==> src/axi_pkg.sv <==
`default_nettype none

package axi_pkg;

	// master side id width
	localparam int ID_BITS = 4;
	// slave side id, master index on top of master id
	localparam int BUS_ID_BITS = ID_BITS + 1;
	localparam int ADDR_BITS = 32;
	localparam int DATA_BITS = 32;
	localparam int STRB_BITS = DATA_BITS / 8;
	localparam int LEN_BITS = 4;
	localparam int SIZE_BITS = 3;
	localparam int NUM_SLAVES = 3;

	// bresp codes
	localparam logic [1:0] RESP_OKAY = 2'b00;
	localparam logic [1:0] RESP_DECERR = 2'b11;

	// address map, bounds inclusive
	localparam logic [ADDR_BITS-1:0] SLV0_BASE = 32'h0000_0000;
	localparam logic [ADDR_BITS-1:0] SLV0_LAST = 32'h0000_FFFF;
	localparam logic [ADDR_BITS-1:0] SLV1_BASE = 32'h1000_0000;
	localparam logic [ADDR_BITS-1:0] SLV1_LAST = 32'h1FFF_FFFF;
	localparam logic [ADDR_BITS-1:0] SLV2_BASE = 32'h2000_0000;
	localparam logic [ADDR_BITS-1:0] SLV2_LAST = 32'h2FFF_FFFF;

	// slave index, 3 is the unmapped hole
	typedef logic [1:0] slv_sel_t;
	localparam slv_sel_t SEL_NONE = 2'd3;

	// aw as seen by a master
	typedef struct packed {
		logic [ID_BITS-1:0] id;
		logic [ADDR_BITS-1:0] addr;
		logic [LEN_BITS-1:0] len;
		logic [SIZE_BITS-1:0] size;
		logic [1:0] burst;
	} aw_req_t;

	// aw as seen by a slave, wider id
	typedef struct packed {
		logic [BUS_ID_BITS-1:0] id;
		logic [ADDR_BITS-1:0] addr;
		logic [LEN_BITS-1:0] len;
		logic [SIZE_BITS-1:0] size;
		logic [1:0] burst;
	} aw_bus_t;

	typedef struct packed {
		logic [DATA_BITS-1:0] data;
		logic [STRB_BITS-1:0] strb;
		logic last;
	} w_beat_t;

	// same word on both sides, masters look at low ID_BITS
	typedef struct packed {
		logic [BUS_ID_BITS-1:0] id;
		logic [1:0] resp;
	} b_resp_t;

endpackage

`default_nettype wire

==> src/aw_arbiter.sv <==
`timescale 1ns/1ns
`default_nettype none

module aw_arbiter (
	input wire ACLK,
	input wire ARESETn,
	input wire axi_pkg::aw_req_t [1:0] m_aw,
	input wire [1:0] m_awvalid,
	output logic [1:0] m_awready,
	output axi_pkg::aw_bus_t s_aw,
	output logic [axi_pkg::NUM_SLAVES-1:0] s_awvalid,
	input wire [axi_pkg::NUM_SLAVES-1:0] s_awready,
	input wire last_beat_done,
	input wire done,
	output logic grant,
	output axi_pkg::slv_sel_t sel,
	output logic data_phase,
	output logic resp_phase
);

	import axi_pkg::*;

	// one write in flight, phases run in order
	typedef enum logic [1:0] {
		ST_IDLE,
		ST_ADDR,
		ST_DATA,
		ST_RESP
	} state_t;

	state_t state;
	state_t state_n;
	// master preferred on the next tie
	logic prio;
	logic win;
	logic take;
	aw_req_t req_q;
	logic addr_ready;
	logic aw_hs;

	// offset compare, also works for a base of zero
	function automatic logic in_range(input logic [ADDR_BITS-1:0] addr,
		input logic [ADDR_BITS-1:0] base, input logic [ADDR_BITS-1:0] last);
		return (addr - base) <= (last - base);
	endfunction

	// tie goes to prio, otherwise the lone requester
	always_comb begin
		if (m_awvalid == 2'b11)
			win = prio;
		else
			win = m_awvalid[1];
	end

	assign take = (state == ST_IDLE) && (|m_awvalid);

	always_ff @(posedge ACLK) begin
		if (!ARESETn) begin
			state <= ST_IDLE;
			grant <= 1'b0;
			// m0 first out of reset
			prio <= 1'b0;
		end else begin
			state <= state_n;
			if (take) begin
				grant <= win;
				prio <= ~win;
			end
		end
	end

	// request held for the whole write so decode stays put
	always_ff @(posedge ACLK) begin
		if (take)
			req_q <= m_aw[win];
	end

	// decode latched address
	always_comb begin
		if (in_range(req_q.addr, SLV0_BASE, SLV0_LAST))
			sel = 2'd0;
		else if (in_range(req_q.addr, SLV1_BASE, SLV1_LAST))
			sel = 2'd1;
		else if (in_range(req_q.addr, SLV2_BASE, SLV2_LAST))
			sel = 2'd2;
		else
			sel = SEL_NONE;
	end

	// unmapped aw is taken here at once
	always_comb begin
		addr_ready = 1'b1;
		for (int i = 0; i < NUM_SLAVES; i++) begin
			if (sel == slv_sel_t'(i))
				addr_ready = s_awready[i];
		end
	end

	assign aw_hs = (state == ST_ADDR) && m_awvalid[grant] && addr_ready;

	always_comb begin
		state_n = state;
		case (state)
			ST_IDLE: if (|m_awvalid) state_n = ST_ADDR;
			ST_ADDR: if (aw_hs) state_n = ST_DATA;
			ST_DATA: if (last_beat_done) state_n = ST_RESP;
			ST_RESP: if (done) state_n = ST_IDLE;
			default: state_n = ST_IDLE;
		endcase
	end

	// bus id, master index prefixed
	always_comb begin
		s_aw.id = {grant, req_q.id};
		s_aw.addr = req_q.addr;
		s_aw.len = req_q.len;
		s_aw.size = req_q.size;
		s_aw.burst = req_q.burst;
	end

	// valid to one slave, ready back to the granted master only
	always_comb begin
		for (int i = 0; i < NUM_SLAVES; i++)
			s_awvalid[i] = (state == ST_ADDR) && m_awvalid[grant] && (sel == slv_sel_t'(i));
		for (int m = 0; m < 2; m++)
			m_awready[m] = (state == ST_ADDR) && (grant == 1'(m)) && addr_ready;
	end

	assign data_phase = (state == ST_DATA);
	assign resp_phase = (state == ST_RESP);

	// never two slaves addressed at once
	a_one_slave: assert property (@(posedge ACLK) disable iff (!ARESETn)
		$onehot0(s_awvalid));

	// grant only moves between transactions
	a_grant_hold: assert property (@(posedge ACLK) disable iff (!ARESETn)
		(state != ST_IDLE) |=> $stable(grant));

endmodule

`default_nettype wire

==> src/axi_write_xbar.sv <==
`timescale 1ns/1ns
`default_nettype none

module axi_write_xbar (
	input wire ACLK,
	input wire ARESETn,
	// master ports
	input wire axi_pkg::aw_req_t [1:0] m_aw,
	input wire [1:0] m_awvalid,
	output logic [1:0] m_awready,
	input wire axi_pkg::w_beat_t [1:0] m_w,
	input wire [1:0] m_wvalid,
	output logic [1:0] m_wready,
	output axi_pkg::b_resp_t m_b,
	output logic [1:0] m_bvalid,
	input wire [1:0] m_bready,
	// slave ports
	output axi_pkg::aw_bus_t s_aw,
	output logic [axi_pkg::NUM_SLAVES-1:0] s_awvalid,
	input wire [axi_pkg::NUM_SLAVES-1:0] s_awready,
	output axi_pkg::w_beat_t s_w,
	output logic [axi_pkg::NUM_SLAVES-1:0] s_wvalid,
	input wire [axi_pkg::NUM_SLAVES-1:0] s_wready,
	input wire axi_pkg::b_resp_t [axi_pkg::NUM_SLAVES-1:0] s_b,
	input wire [axi_pkg::NUM_SLAVES-1:0] s_bvalid,
	output logic [axi_pkg::NUM_SLAVES-1:0] s_bready
);

	import axi_pkg::*;

	// transaction state shared by both routers
	logic grant;
	slv_sel_t sel;
	logic data_phase;
	logic resp_phase;
	logic last_beat_done;
	logic done;

	aw_arbiter u_aw_arbiter (
		.ACLK(ACLK),
		.ARESETn(ARESETn),
		.m_aw(m_aw),
		.m_awvalid(m_awvalid),
		.m_awready(m_awready),
		.s_aw(s_aw),
		.s_awvalid(s_awvalid),
		.s_awready(s_awready),
		.last_beat_done(last_beat_done),
		.done(done),
		.grant(grant),
		.sel(sel),
		.data_phase(data_phase),
		.resp_phase(resp_phase)
	);

	// len and bus id come from the latched request on s_aw
	w_router u_w_router (
		.ACLK(ACLK),
		.ARESETn(ARESETn),
		.m_w(m_w),
		.m_wvalid(m_wvalid),
		.m_wready(m_wready),
		.s_w(s_w),
		.s_wvalid(s_wvalid),
		.s_wready(s_wready),
		.grant(grant),
		.sel(sel),
		.data_phase(data_phase),
		.len(s_aw.len),
		.last_beat_done(last_beat_done)
	);

	b_router u_b_router (
		.ACLK(ACLK),
		.ARESETn(ARESETn),
		.s_b(s_b),
		.s_bvalid(s_bvalid),
		.s_bready(s_bready),
		.m_b(m_b),
		.m_bvalid(m_bvalid),
		.m_bready(m_bready),
		.grant(grant),
		.sel(sel),
		.resp_phase(resp_phase),
		.bus_id(s_aw.id),
		.done(done)
	);

endmodule

`default_nettype wire

==> src/b_router.sv <==
`timescale 1ns/1ns
`default_nettype none

module b_router (
	input wire ACLK,
	input wire ARESETn,
	input wire axi_pkg::b_resp_t [axi_pkg::NUM_SLAVES-1:0] s_b,
	input wire [axi_pkg::NUM_SLAVES-1:0] s_bvalid,
	output logic [axi_pkg::NUM_SLAVES-1:0] s_bready,
	output axi_pkg::b_resp_t m_b,
	output logic [1:0] m_bvalid,
	input wire [1:0] m_bready,
	input wire grant,
	input wire axi_pkg::slv_sel_t sel,
	input wire resp_phase,
	input wire [axi_pkg::BUS_ID_BITS-1:0] bus_id,
	output logic done
);

	import axi_pkg::*;

	// decerr valid for the unmapped case
	logic err_q;
	logic mapped;
	logic src_valid;
	logic b_hs;

	assign mapped = (sel != SEL_NONE);

	// selected slave, else the local decerr word
	always_comb begin
		m_b.id = bus_id;
		m_b.resp = RESP_DECERR;
		src_valid = err_q;
		for (int i = 0; i < NUM_SLAVES; i++) begin
			if (sel == slv_sel_t'(i)) begin
				m_b = s_b[i];
				src_valid = s_bvalid[i];
			end
		end
	end

	always_comb begin
		for (int m = 0; m < 2; m++)
			m_bvalid[m] = resp_phase && (grant == 1'(m)) && src_valid;
		// bready passes through from the granted master
		for (int i = 0; i < NUM_SLAVES; i++)
			s_bready[i] = resp_phase && (sel == slv_sel_t'(i)) && m_bready[grant];
	end

	assign b_hs = resp_phase && src_valid && m_bready[grant];
	assign done = b_hs;

	// raised one cycle into resp, dropped on the handshake
	always_ff @(posedge ACLK) begin
		if (!ARESETn)
			err_q <= 1'b0;
		else if (b_hs)
			err_q <= 1'b0;
		else if (resp_phase && !mapped)
			err_q <= 1'b1;
	end

	// no response outside resp phase
	a_b_in_resp: assert property (@(posedge ACLK) disable iff (!ARESETn)
		!resp_phase |-> (m_bvalid == 2'b00));

	// arbiter leaves resp right after done
	a_done_ends: assert property (@(posedge ACLK) disable iff (!ARESETn)
		done |=> !resp_phase);

endmodule

`default_nettype wire

==> src/w_router.sv <==
`timescale 1ns/1ns
`default_nettype none

module w_router (
	input wire ACLK,
	input wire ARESETn,
	input wire axi_pkg::w_beat_t [1:0] m_w,
	input wire [1:0] m_wvalid,
	output logic [1:0] m_wready,
	output axi_pkg::w_beat_t s_w,
	output logic [axi_pkg::NUM_SLAVES-1:0] s_wvalid,
	input wire [axi_pkg::NUM_SLAVES-1:0] s_wready,
	input wire grant,
	input wire axi_pkg::slv_sel_t sel,
	input wire data_phase,
	input wire [axi_pkg::LEN_BITS-1:0] len,
	output logic last_beat_done
);

	import axi_pkg::*;

	w_beat_t beat;
	logic beat_valid;
	logic sink_ready;
	logic beat_hs;
	// beats taken so far in this burst
	logic [LEN_BITS-1:0] beat_cnt;

	// granted master only
	assign beat = m_w[grant];
	assign beat_valid = data_phase && m_wvalid[grant];
	assign s_w = beat;

	// unmapped write drains into the sink, always ready
	always_comb begin
		sink_ready = 1'b1;
		for (int i = 0; i < NUM_SLAVES; i++) begin
			if (sel == slv_sel_t'(i))
				sink_ready = s_wready[i];
		end
	end

	always_comb begin
		for (int i = 0; i < NUM_SLAVES; i++)
			s_wvalid[i] = beat_valid && (sel == slv_sel_t'(i));
		for (int m = 0; m < 2; m++)
			m_wready[m] = data_phase && (grant == 1'(m)) && sink_ready;
	end

	assign beat_hs = beat_valid && sink_ready;
	assign last_beat_done = beat_hs && beat.last;

	// restarts at zero after the last beat
	always_ff @(posedge ACLK) begin
		if (!ARESETn)
			beat_cnt <= '0;
		else if (beat_hs)
			beat_cnt <= beat.last ? '0 : beat_cnt + 1'b1;
	end

	// last exactly on beat len+1
	a_last_on_len: assert property (@(posedge ACLK) disable iff (!ARESETn)
		beat_hs |-> (beat.last == (beat_cnt == len)));

endmodule

`default_nettype wire
==> config.mk <==
export PLATFORM = sky130hd
export DESIGN_NAME = axi_write_xbar
export DESIGN_NICKNAME = d
export VERILOG_FILES = /design/src/axi_pkg.sv /design/src/aw_arbiter.sv /design/src/axi_write_xbar.sv /design/src/b_router.sv /design/src/w_router.sv
export SDC_FILE = /design/constraint.sdc
export NUM_CORES = 1
export LEC_CHECK = 0
export BUFFER_PORTS_ARGS = -buffer_cell sky130_fd_sc_hd__buf_2
export CORE_AREA = 2 2 119 121
export CTS_BUF_LIST = sky130_fd_sc_hd__clkbuf_16
export CTS_CLUSTER_SIZE = 8
export DETAILED_ROUTE_END_ITERATION = 6
export DIE_AREA = 0 0 121 123
export PLACE_DENSITY_LB_ADDON = 0.25
export SLEW_MARGIN = 10
export SYNTH_ARGS = -nofsm -noshare
export SYNTH_HDL_FRONTEND = slang
export SYNTH_SLANG_ARGS = --single-unit
==> constraint.sdc <==
create_clock -name ACLK -period 4.5 [get_ports ACLK]
set_input_delay 0.45 -clock ACLK [delete_from_list [all_inputs] [get_ports ACLK]]
set_output_delay 0.45 -clock ACLK [all_outputs]
set_load 0.05 [all_outputs]
## Yosys cells after proc, flatten, opt, wreduce, memory -nomap -nowiden

Cells that the tools add are included.
W data, S select, Z words.

- Bits in registers: 50
- Word-level logic and storage cells: 100
- Output and inout port bits: 105
- Input port bits: 202

- Add/sub/neg operators: 2
- Bitwise logic cells: 3
- Muxes and demuxes: 31
- Magnitude comparators: 5
- Reduce and logical (&&, ||, !) cells: 39
- Equality and inequality tests: 11

Operators by type and width:

| kind | number |
|---|---|
| $mux W45 | 2 |
| $mux W37 | 2 |
| $le A32 B28 Y1 const B | 2 |
| $logic_and A1 B1 Y1 | 33 |
| $le A32 B16 Y1 const B | 1 |
| $sub A32 B29 Y32 const B | 1 |
| $sub A32 B30 Y32 const B | 1 |
| $mux W7 | 3 |
| $mux W1 | 17 |
| $mux W2 | 6 |
| $eq A2 B2 Y1 const B | 4 |
| $ne A2 B2 Y1 const B | 4 |
| $pmux W2 S4 | 1 |
| $eq A2 B1 Y1 const B | 2 |
| $logic_not A2 Y1 | 2 |
| $lt A1 B2 Y1 const B | 2 |
| $reduce_and A4 Y1 | 1 |
| $reduce_or A2 Y1 | 2 |
| $not A1 Y1 | 3 |
| $ne A2 B1 Y1 const B | 1 |
| $logic_not A1 Y1 | 1 |

## Longest topological paths before layout

Gate-level depths: netlist of run 1.

- Depth in word-level cells: 13
- Mapped depth: 9
- Gate-level depth less buffers: 8

## By module

From an unflattened synthesis of run 1, not the netlist that was laid out.

- Cell total of the unflattened synthesis: 245
- Area, all modules: 3350.7 µm²

By module, submodules not included:

| module | seq. area each (µm²) | cells each | area an instance (µm²) | times used |
|---|---|---|---|---|
| aw_arbiter | 1431.4 | 159 | 2404.8 | 1 |
| w_router | 0.0 | 53 | 625.6 | 1 |
| b_router | 20.0 | 33 | 320.3 | 1 |

## Worst setup path after synthesis of run 1

Ideal clock, no wire load.

- Kind: reg-to-output
- From: register u_aw_arbiter.req_q, in the netlist u_aw_arbiter.s_aw[38]
- To: output m_b[2] (netlist bit)
- Slack: 1.313 ns
- Cell stages (with the launch flop): 9
- Required time: 4.050 ns
- Buffers on the path: 0
- Arrival time: 2.737 ns
- Cells stage by stage: edfxtp_1 -> inv_1 -> ha_1 -> and2b_1 -> xor2_1 -> nor2_1 -> nor2_1 -> nand2_1 -> a31oi_1

RTL lines:

| item | line | RTL |
|---|---|---|
| from (decl) | aw_arbiter.sv:37 | `aw_req_t req_q;` |
| from (signal assigned) | aw_arbiter.sv:75 | `req_q <= m_aw[win];` |
| to (decl) | axi_write_xbar.sv:14 | `output axi_pkg::b_resp_t m_b,` |

==> run metrics, run 1 <==
status=finished, final reports clean; CTS root buffer=clkbuf_16; Fin. Hold Viols=0; total core area=0.0136 mm^2; Die X=121 um; total global-route track usage=17.9%; slew margin rel.=49.9%; CTS resizes=0; r2r setup slk=2180 ps; worst hold path type=input port to flip-flop; vias in the first global route=3,695; PD cells=590 mW/mm^2; worst-margin pin slew=752 ps; Leak=~2.6 nW; crit end category=primary output; final period utilization=a little over two thirds; Antenna Nets Post-Route=0; Power, Total=~0.003 W; CTS tree=yes; RSZ-0062 raised after global routing=false; total wire length=14,400 um; IO Pins=~310; Nets=865; Comb power frac=58.0%; Mapped Cells=356; Num CTS Buffers=5; # Max-Cap Violations=0; setup total negative slack=0 ps; CP arrival=roughly 2700 ps; Clk Latency, worst-skew pair=290 ps; layout cells sized above 1=55.9%; hold path depth=3; routed len/inst=17.2 um; Flop pwr share=27.3%; post-CTS setup buffers=0; Mapped Area=0.00318 mm^2; Net Switching=about 0.0016 W; Post-CTS Hold Buffers=0; clock skew=approximately 3.3 ps; r2r endpoint=u_b_router.err_q; Sw Ratio=52.8%; fmax=0.318 GHz; Syn. warnings=0; Synth area leaders=edfxtp_1, nand2_1, mux2_2; top-count cell post-synth=nand2_1; RR Startpoint=u_aw_arbiter.s_aw[38]; Final Critical Period=about 3100 ps; Unique masters post-synth=42; GPL Wtd Cong=between 0.7 and 0.8; Vias/cell=4.47; H-tree depth=2; #FFs+latches synth=50; post-synth top area share=42.5%; CP Launch Point=u_aw_arbiter.s_aw[38]; Post-synth top flop=edfxtp_1; drt drc=0; Rows=between 40 and 50; hold slack final=417 ps; largest net degree at the start of global routing=47; crit-path max FO=6; Worst EP required=4050 ps; path depth of the worst reg2reg path=8; Layout area overhead=59.9%; most instantiated cells after synthesis=nand2_1, edfxtp_1, mux2_2, nor2_1, clkbuf_1; Initial Util=23.3%; Avg Cell Area, Syn=between 8 and 9 um^2; Vias=3,749; ys async rst share=0%; post-layout util=37.3%; area leader, netlist=edfxtp_1; first-pass GRT wire length=approximately 20,000 um; Setup CP Type=flip-flop to primary output; DP HPWL=12,500 um; antenna violations before repair=2; Sink Count=50; register area share after synthesis=between 40% and 50%; cell internal pwr=approximately 0.0014 W; HP Start=m_aw[51]; syn_nets=565; maximum clock path buffer count=2; Die ar.=0.0149 mm^2; hold endpoint=u_aw_arbiter.s_aw[6]; Clk pwr share=14.6%; initial detailed-routing violation count=148; maximum vdd drop=roughly 0.23 mV; Startpoint Class=flip-flop; Post-synth EDFFs=45; GR Overflow Total=0; Slew Limit Fails=0; first drt pass iteration count=4; Worst-path clk slew=roughly 70 ps; Die H=123 um; port bufs=306; Final Setup Violations=0
==> flip-flops by register name (all words and copies together), names as in the netlist <==
name,cells
u_aw_arbiter.grant,1
u_aw_arbiter.prio,1
u_aw_arbiter.s_aw,45
u_aw_arbiter.state,2
u_b_router.err_q,1
==> worst max-delay path, stage by stage, from the launching register on <==
cell	delay, ps
edfxtp_1	440
inv_1	120
ha_1	190
and2b_1	180
xor2_1	260
nor2_1	200
nor2_1	380
nand2_1	110
a31oi_1	230
buf_2	300
==> stage by stage <==
step,setup WS (ps),cell area (um^2),cells
floorplan,1310,3180,356
global placement,1750,4900,829
detailed placement,1690,4900,829
CTS,1360,5080,837
global route,1110,5080,838
finish,1350,5080,838
==> layout by cell type, fill, tap and decap left out, drive strengths merged, types with 2 or more instances in the layout <==
cell type  count
nand2        152
mux2i          2
xnor2          2
dfxtp          5
a21oi          3
clkbuf         5
o22ai          2
edfxtp        45
inv           10
o21ai          3
buf          310
a311oi         3
a22oi          5
a31oi          7
nor2          31
ha             7
nor4           4
and3           3
mux2          40
==> layer usage <==
layer	routed length [um]	track usage, %	vias to the layer above
met2	7810	36.3	216
met1	4610	16.2	1689
met5	11	0	-
met3	1410	5.17	26
li1	-	-	1816
met4	608	8.43	2
==> cells by family (layout without fill, tap and decap cells) <==
kind of cell,count (synthesis),after routing,synth area share [%]
AOI/OAI and AO/OA,30,30,7.05
xor gates and xnor gates,3,3,0.827
adders and majority gates,7,7,2.76
buffers and inverters,26,327,3.62
DFF,50,50,45.7
muxes,42,42,14.9
other,0,1,0
and+or+nand+nor,198,198,25.1
==> power by group through the flow <==
stage | Clock (W) | Combinational [W] | Sequential [W]
global placement | 0 | 0.00175 | 0.000819
global route | 0.000473 | 0.00183 | 0.000842
CTS | 0.000453 | 0.00176 | 0.000823
detailed placement | 0 | 0.00175 | 0.000829
finish | 0.000438 | 0.00174 | 0.000820
floorplan | 0 | 0.000797 | 0.00130
==> worst max-delay path by stage <==
stage / endpoint / slack, ps / depth (start not counted)
2_1_floorplan: m_b[2] / 1310 / 8
3_3_place_gp: m_b[4] / 1750 / 9
3_5_place_dp: m_b[3] / 1690 / 9
4_1_cts: m_b[3] / 1360 / 9
5_1_grt: m_b[4] / 1110 / 9
6_report: m_b[3] / 1350 / 9
==> final cells by class <==
type	count	area [um^2]
fill	1438	8530
multi-input combinational	280	1630
timing repair buffer	310	1560
sequential	50	1450
tap	180	225
clock buffer	5	125
clock inverter	3	48.8
inverter	9	33.8
antenna	1	2.50
(Power assumes the default switching activity.)
==> inputs of run 2 (changes only) <==
clock period = 3.27 ns   (was 4.5 ns; I/O delays follow)
==> run 2 against run 1 <==
Die area did not move; critical path type unchanged; via count fell by 1.2%; worst setup slack worse by 1100 ps; routed wire length shrank 0.66%; combinational power is 38% higher; first-iteration DRC count shrank 32%; non-clock buffer count grew 1.
==> run metrics, run 2 (synthesis gave the netlist of run 1 again) <==
total global-route track usage=a little under a fifth; Post-CTS Hold Buffers=0; CTS root buffer=clkbuf_16; Die X=121 um; HP Start=m_aw[59]; Layout area overhead=60.2%; Nets=866; CP max stage delay=510 ps; DP HPWL=approximately 12,000 um; CTS resizes=0; Final Setup Violations=0; Slew Limit Fails=0; Worst EP required=2940 ps; most common cell after layout, fill and taps aside=buf_2; Vias/cell=4.41; Die ar.=0.0149 mm^2; antenna violations before repair=3; CTS tree=yes; final period utilization=approximately 91%; maximum clock path buffer count=2; H-tree depth=2; first drt pass iteration count=4; slew margin rel.=49.3%; clock skew=about 2.7 ps; CP delay by family, top=simple AND/OR/NAND/NOR gates; Initial Util=23.3%; WP buf/inv=1; initial detailed-routing violation count=100; status=finished, final reports clean; setup total negative slack=0 ps; crit-path max FO=8; Largest register FFs=45; r2r setup slk=a little under 1000 ps; GR Overflow Total=0; Worst-path clk slew=70 ps; RR Startpoint=u_aw_arbiter.s_aw[38]; total wire length=14,300 um; Fin. Hold Viols=0; largest net degree at the start of global routing=47; Setup CP Type=flip-flop to primary output; worst-margin pin slew=760 ps; port bufs=306; crit end category=primary output; pre-CTS setup slack=625 ps; path depth of the worst reg2reg path=8; CP Cell Sequence=nor4_1 > and4_1 > a32oi_1 > a31oi_1 > and3_1 > buf_2; number of fill cells in the layout=1,446; CP max-delay cell=and4_1; Leak=2.64 nW; IO Pins=307; routed len/inst=around 17 um; r2r endpoint=u_b_router.err_q; Vias=3,704; drt drc=0; Startpoint Class=flip-flop; Clk Latency, worst-skew pair=290 ps; worst hold path type=input port to flip-flop; post-CTS setup buffers=0; Worst path depth=6; post-layout worst setup margin=279 ps; total core area=approximately 0.014 mm^2; # Max-Cap Violations=0; Die H=about 120 um; fmax=0.334 GHz; vias in the first global route=3,689; most frequent cells in the layout=buf_2, nand2_1, edfxtp_1; maximum vdd drop=0.309 mV; first-pass GRT wire length=20,000 um; RSZ-0062 raised after global routing=false; layout cells sized above 1=55.9%; Num CTS Buffers=5; Sink Count=50; hold endpoint=u_aw_arbiter.s_aw[14]; CP arrival=2660 ps; Final Critical Period=2990 ps; PD cells=813 mW/mm^2; Antenna Nets Post-Route=0; hold path depth=3; GPL Wtd Cong=0.784; Rows=43
[run 2: cell types whose count changed in the layout (fill, tap and decap cells not counted), sizes merged]
cell   change
diode      +1
buf        +1
[run 2: worst register-to-register path, cell delays in order, from the launching register on]
cell      delay, ps
edfxtp_1        440
inv_1           120
ha_1            190
and2b_1         180
xor2_1          250
nor2_1          190
nor2_1          390
a31oi_1         210
a311oi_1        260
[run 2: cell type report]
| cell class | count | area, um^2 | area share, % |
|---|---|---|---|
| Sequential cell | 50 | 1450 | 28.5 |
| Clock inverter | 3 | 48.8 | 0.959 |
| Inverter | 9 | 33.8 | 0.664 |
| Clock buffer | 5 | 125 | 2.46 |
| Multi-Input combinational cell | 280 | 1630 | 32.0 |
| Tap cell | 180 | 225 | 4.43 |
| Antenna cell | 2 | 5.00 | 0.0984 |
| Timing Repair Buffer | 311 | 1570 | 30.8 |
[run 2: power breakdown]
| part | switching, W | internal [W] | leakage (nW) | total (W) |
|---|---|---|---|---|
| Clock | 0.000247 | 0.000367 | 0.0820 | 0.000614 |
| Sequential | 0.000129 | 0.000996 | 0.486 | 0.00113 |
| Combinational | 0.00181 | 0.000588 | 2.07 | 0.00240 |
[run 2: metal layers]
metal	GRT usage [%]	share of wire, %
met1	16.7	32
met2	35.8	53
met3	6.23	10
met4	9.01	4.6
met5	0	0.20
[run 2: metrics by stage]
stage	cell area, um^2	util (%)	power [W]	hold slack (ps)	instances
finish	5090	37.4	0.00414	288	840
detailed placement	4910	36.1	0.00356	509	830
floorplan	3180	-	0.00288	442	356
global route	5090	37.4	0.00435	280	839
global placement	4910	36.1	0.00353	487	830
CTS	5080	37.3	0.00418	280	838
[run 2: how the worst max path moves through the flow]
stage	startpoint	to	slack, ps
floorplan	u_aw_arbiter.state[0]	u_aw_arbiter.s_aw[0]	120
global placement	u_aw_arbiter.s_aw[32]	m_bvalid[0]	700
detailed placement	u_aw_arbiter.s_aw[38]	m_b[3]	630
CTS	u_aw_arbiter.s_aw[38]	m_b[3]	300
global route	u_aw_arbiter.s_aw[38]	m_b[2]	30
finish	u_aw_arbiter.s_aw[32]	m_bvalid[0]	280
==> inputs of run 3 (changes only) <==
--- a/config.mk
+++ b/config.mk
@@ -10,2 +10,3 @@
 export CTS_BUF_LIST = sky130_fd_sc_hd__clkbuf_16
+export CTS_CLUSTER_DIAMETER = 100
 export CTS_CLUSTER_SIZE = 8
@@ -13,2 +14,3 @@
 export DIE_AREA = 0 0 121 123
+export HOLD_SLACK_MARGIN = 0.06
 export PLACE_DENSITY_LB_ADDON = 0.25
--- a/constraint.sdc
+++ b/constraint.sdc
@@ -3,2 +3,2 @@
 set_output_delay 0.327 -clock ACLK [all_outputs]
-set_load 0.05 [all_outputs]
+set_load 0.005 [all_outputs]
==> run 3 against run 2 <==
Final area decreased by 0.44%; first-iteration DRC count increased by 11%; non-clock buffer count unchanged; sequential power barely moved; clock skew is 2.2 ps higher; hold slack improved by 2.2 ps; utilization is 0.17 points lower; power shrank 28%; largest power group unchanged.
==> run metrics, run 3 (synthesis gave the netlist of run 1 again) <==
worst-margin pin slew=around 720 ps; Worst EP required=around 3000 ps; post-layout util=37.2%; DP HPWL=roughly 12,000 um; largest net degree at the start of global routing=47; slew margin rel.=51.6%; PD cells=587 mW/mm^2; Vias/cell=4.42; Largest register FFs=45; Clk Latency, worst-skew pair=between 200 and 300 ps; total wire length=14,300 um; CP max stage delay=420 ps; Vias=3,709; first-pass GRT wire length=19,700 um; status=finished, final reports clean; placed cell count=830; Post-CTS Hold Buffers=0; Setup CP Type=flip-flop to primary output; Die X=121 um; initial detailed-routing violation count=roughly 110; CTS resizes=0; drt drc=0; GR Overflow Total=0; CTS tree=yes; crit end category=primary output; post-route cell area=0.00507 mm^2; Antenna Nets Post-Route=0; fmax=0.353 GHz; Fin. Hold Viols=0; setup total negative slack=0 ps; most frequent cells in the layout=buf_2, nand2_1, edfxtp_1; total global-route track usage=18.1%; Sink Count=50; Post-DP Area=roughly 0.005 mm^2; Flop pwr share=37.6%; antenna violations before repair=3; CP most frequent cell=nor2_1; routed len/inst=17.0 um; total core area=0.0136 mm^2; layout cells sized above 1=55.9%; most common cell after layout, fill and taps aside=buf_2; CP max-delay cell=nor2_1; Startpoint Class=flip-flop; cell internal pwr=0.00187 W; Num CTS Buffers=5; Leak=2.63 nW; maximum clock path buffer count=2; Comb power frac=between 40% and 50%; H-tree depth=2; Power, Total=0.00297 W; GPL Wtd Cong=0.790; Worst-path clk slew=70 ps; Slew Limit Fails=0; maximum vdd drop=approximately 0.27 mV; RSZ-0062 raised after global routing=false; CTS root buffer=clkbuf_16; Clk pwr share=between 10% and 20%; IO Pins=307; Net Switching=between 0.001 and 0.0015 W; CP Cell Sequence=inv_1 > ha_1 > and2b_1 > xor2_1 > nor2_1 > nor2_1 > nand2_1 > a31oi_1 > buf_2; clock skew=4.90 ps; vias in the first global route=3,625; final period utilization=86.6%; # Max-Cap Violations=0; CP arrival=~2500 ps; Final Critical Period=2830 ps; Die H=between 100 and 150 um; worst hold path type=input port to flip-flop; Nets=866; port bufs=306; Final Setup Violations=0; Die ar.=approximately 0.015 mm^2; crit-path max FO=6; Finished Layout Cells=around 840; Initial Util=a little under a quarter; Layout area overhead=59.5%; Rows=43; post-CTS setup buffers=0; first drt pass iteration count=4; Sw Ratio=37.2%
[run 3: power by group through the flow]
stage,combinational [W],sequential (W),clock (W)
3_5_place_dp,0.00133,0.00113,0
5_1_grt,0.00145,0.00115,0.000580
3_3_place_gp,0.00132,0.00112,0
6_report,0.00132,0.00112,0.000539
4_1_cts,0.00134,0.00113,0.000559
2_1_floorplan,0.000643,0.00114,0
[run 3: layout make-up]
cell class                      instances  area, um^2
Tap cell                              180         225
Inverter                                9        33.8
Sequential cell                        50        1450
Timing Repair Buffer                  311        1570
Multi-Input combinational cell        280        1630
Clock inverter                          3        28.8
Clock buffer                            5         125
Antenna cell                            1        2.50
Fill cell                            1440        8550
[run 3: final timing paths]
kind                         start  depth (start not counted)                    end  slack [ps]
max          u_aw_arbiter.s_aw[38]                          9                 m_b[2]         440
min                       m_aw[47]                          3   u_aw_arbiter.s_aw[2]         290
max reg2reg  u_aw_arbiter.s_aw[38]                          8       u_b_router.err_q         940
min reg2reg  u_aw_arbiter.state[0]                          2  u_aw_arbiter.state[0]         510
[run 3: layer usage]
metal,track usage [%],routed length [um]
met2,36.2,7600
met4,8.79,631
met3,5.21,1330
met1,16.6,4680
met5,0,27
[run 3: worst max-delay path: cells and delay by family (launching register included)]
| family | cells | cell delay [ps] |
|---|---|---|
| AOI/OAI and AO/OA | 1 | 210 |
| xor gates and xnor gates | 1 | 240 |
| adders and majority gates | 1 | 190 |
| buffers and inverters | 2 | 230 |
| DFF | 1 | 400 |
| and+or+nand+nor | 4 | 940 |
[run 3: per-stage QoR]
stage / hold slack, ps / setup slack, ps
2_1_floorplan: 442 / 119
3_3_place_gp: 484 / 804
3_5_place_dp: 506 / 757
4_1_cts: 279 / 422
5_1_grt: 291 / 173
6_report: 290 / 437
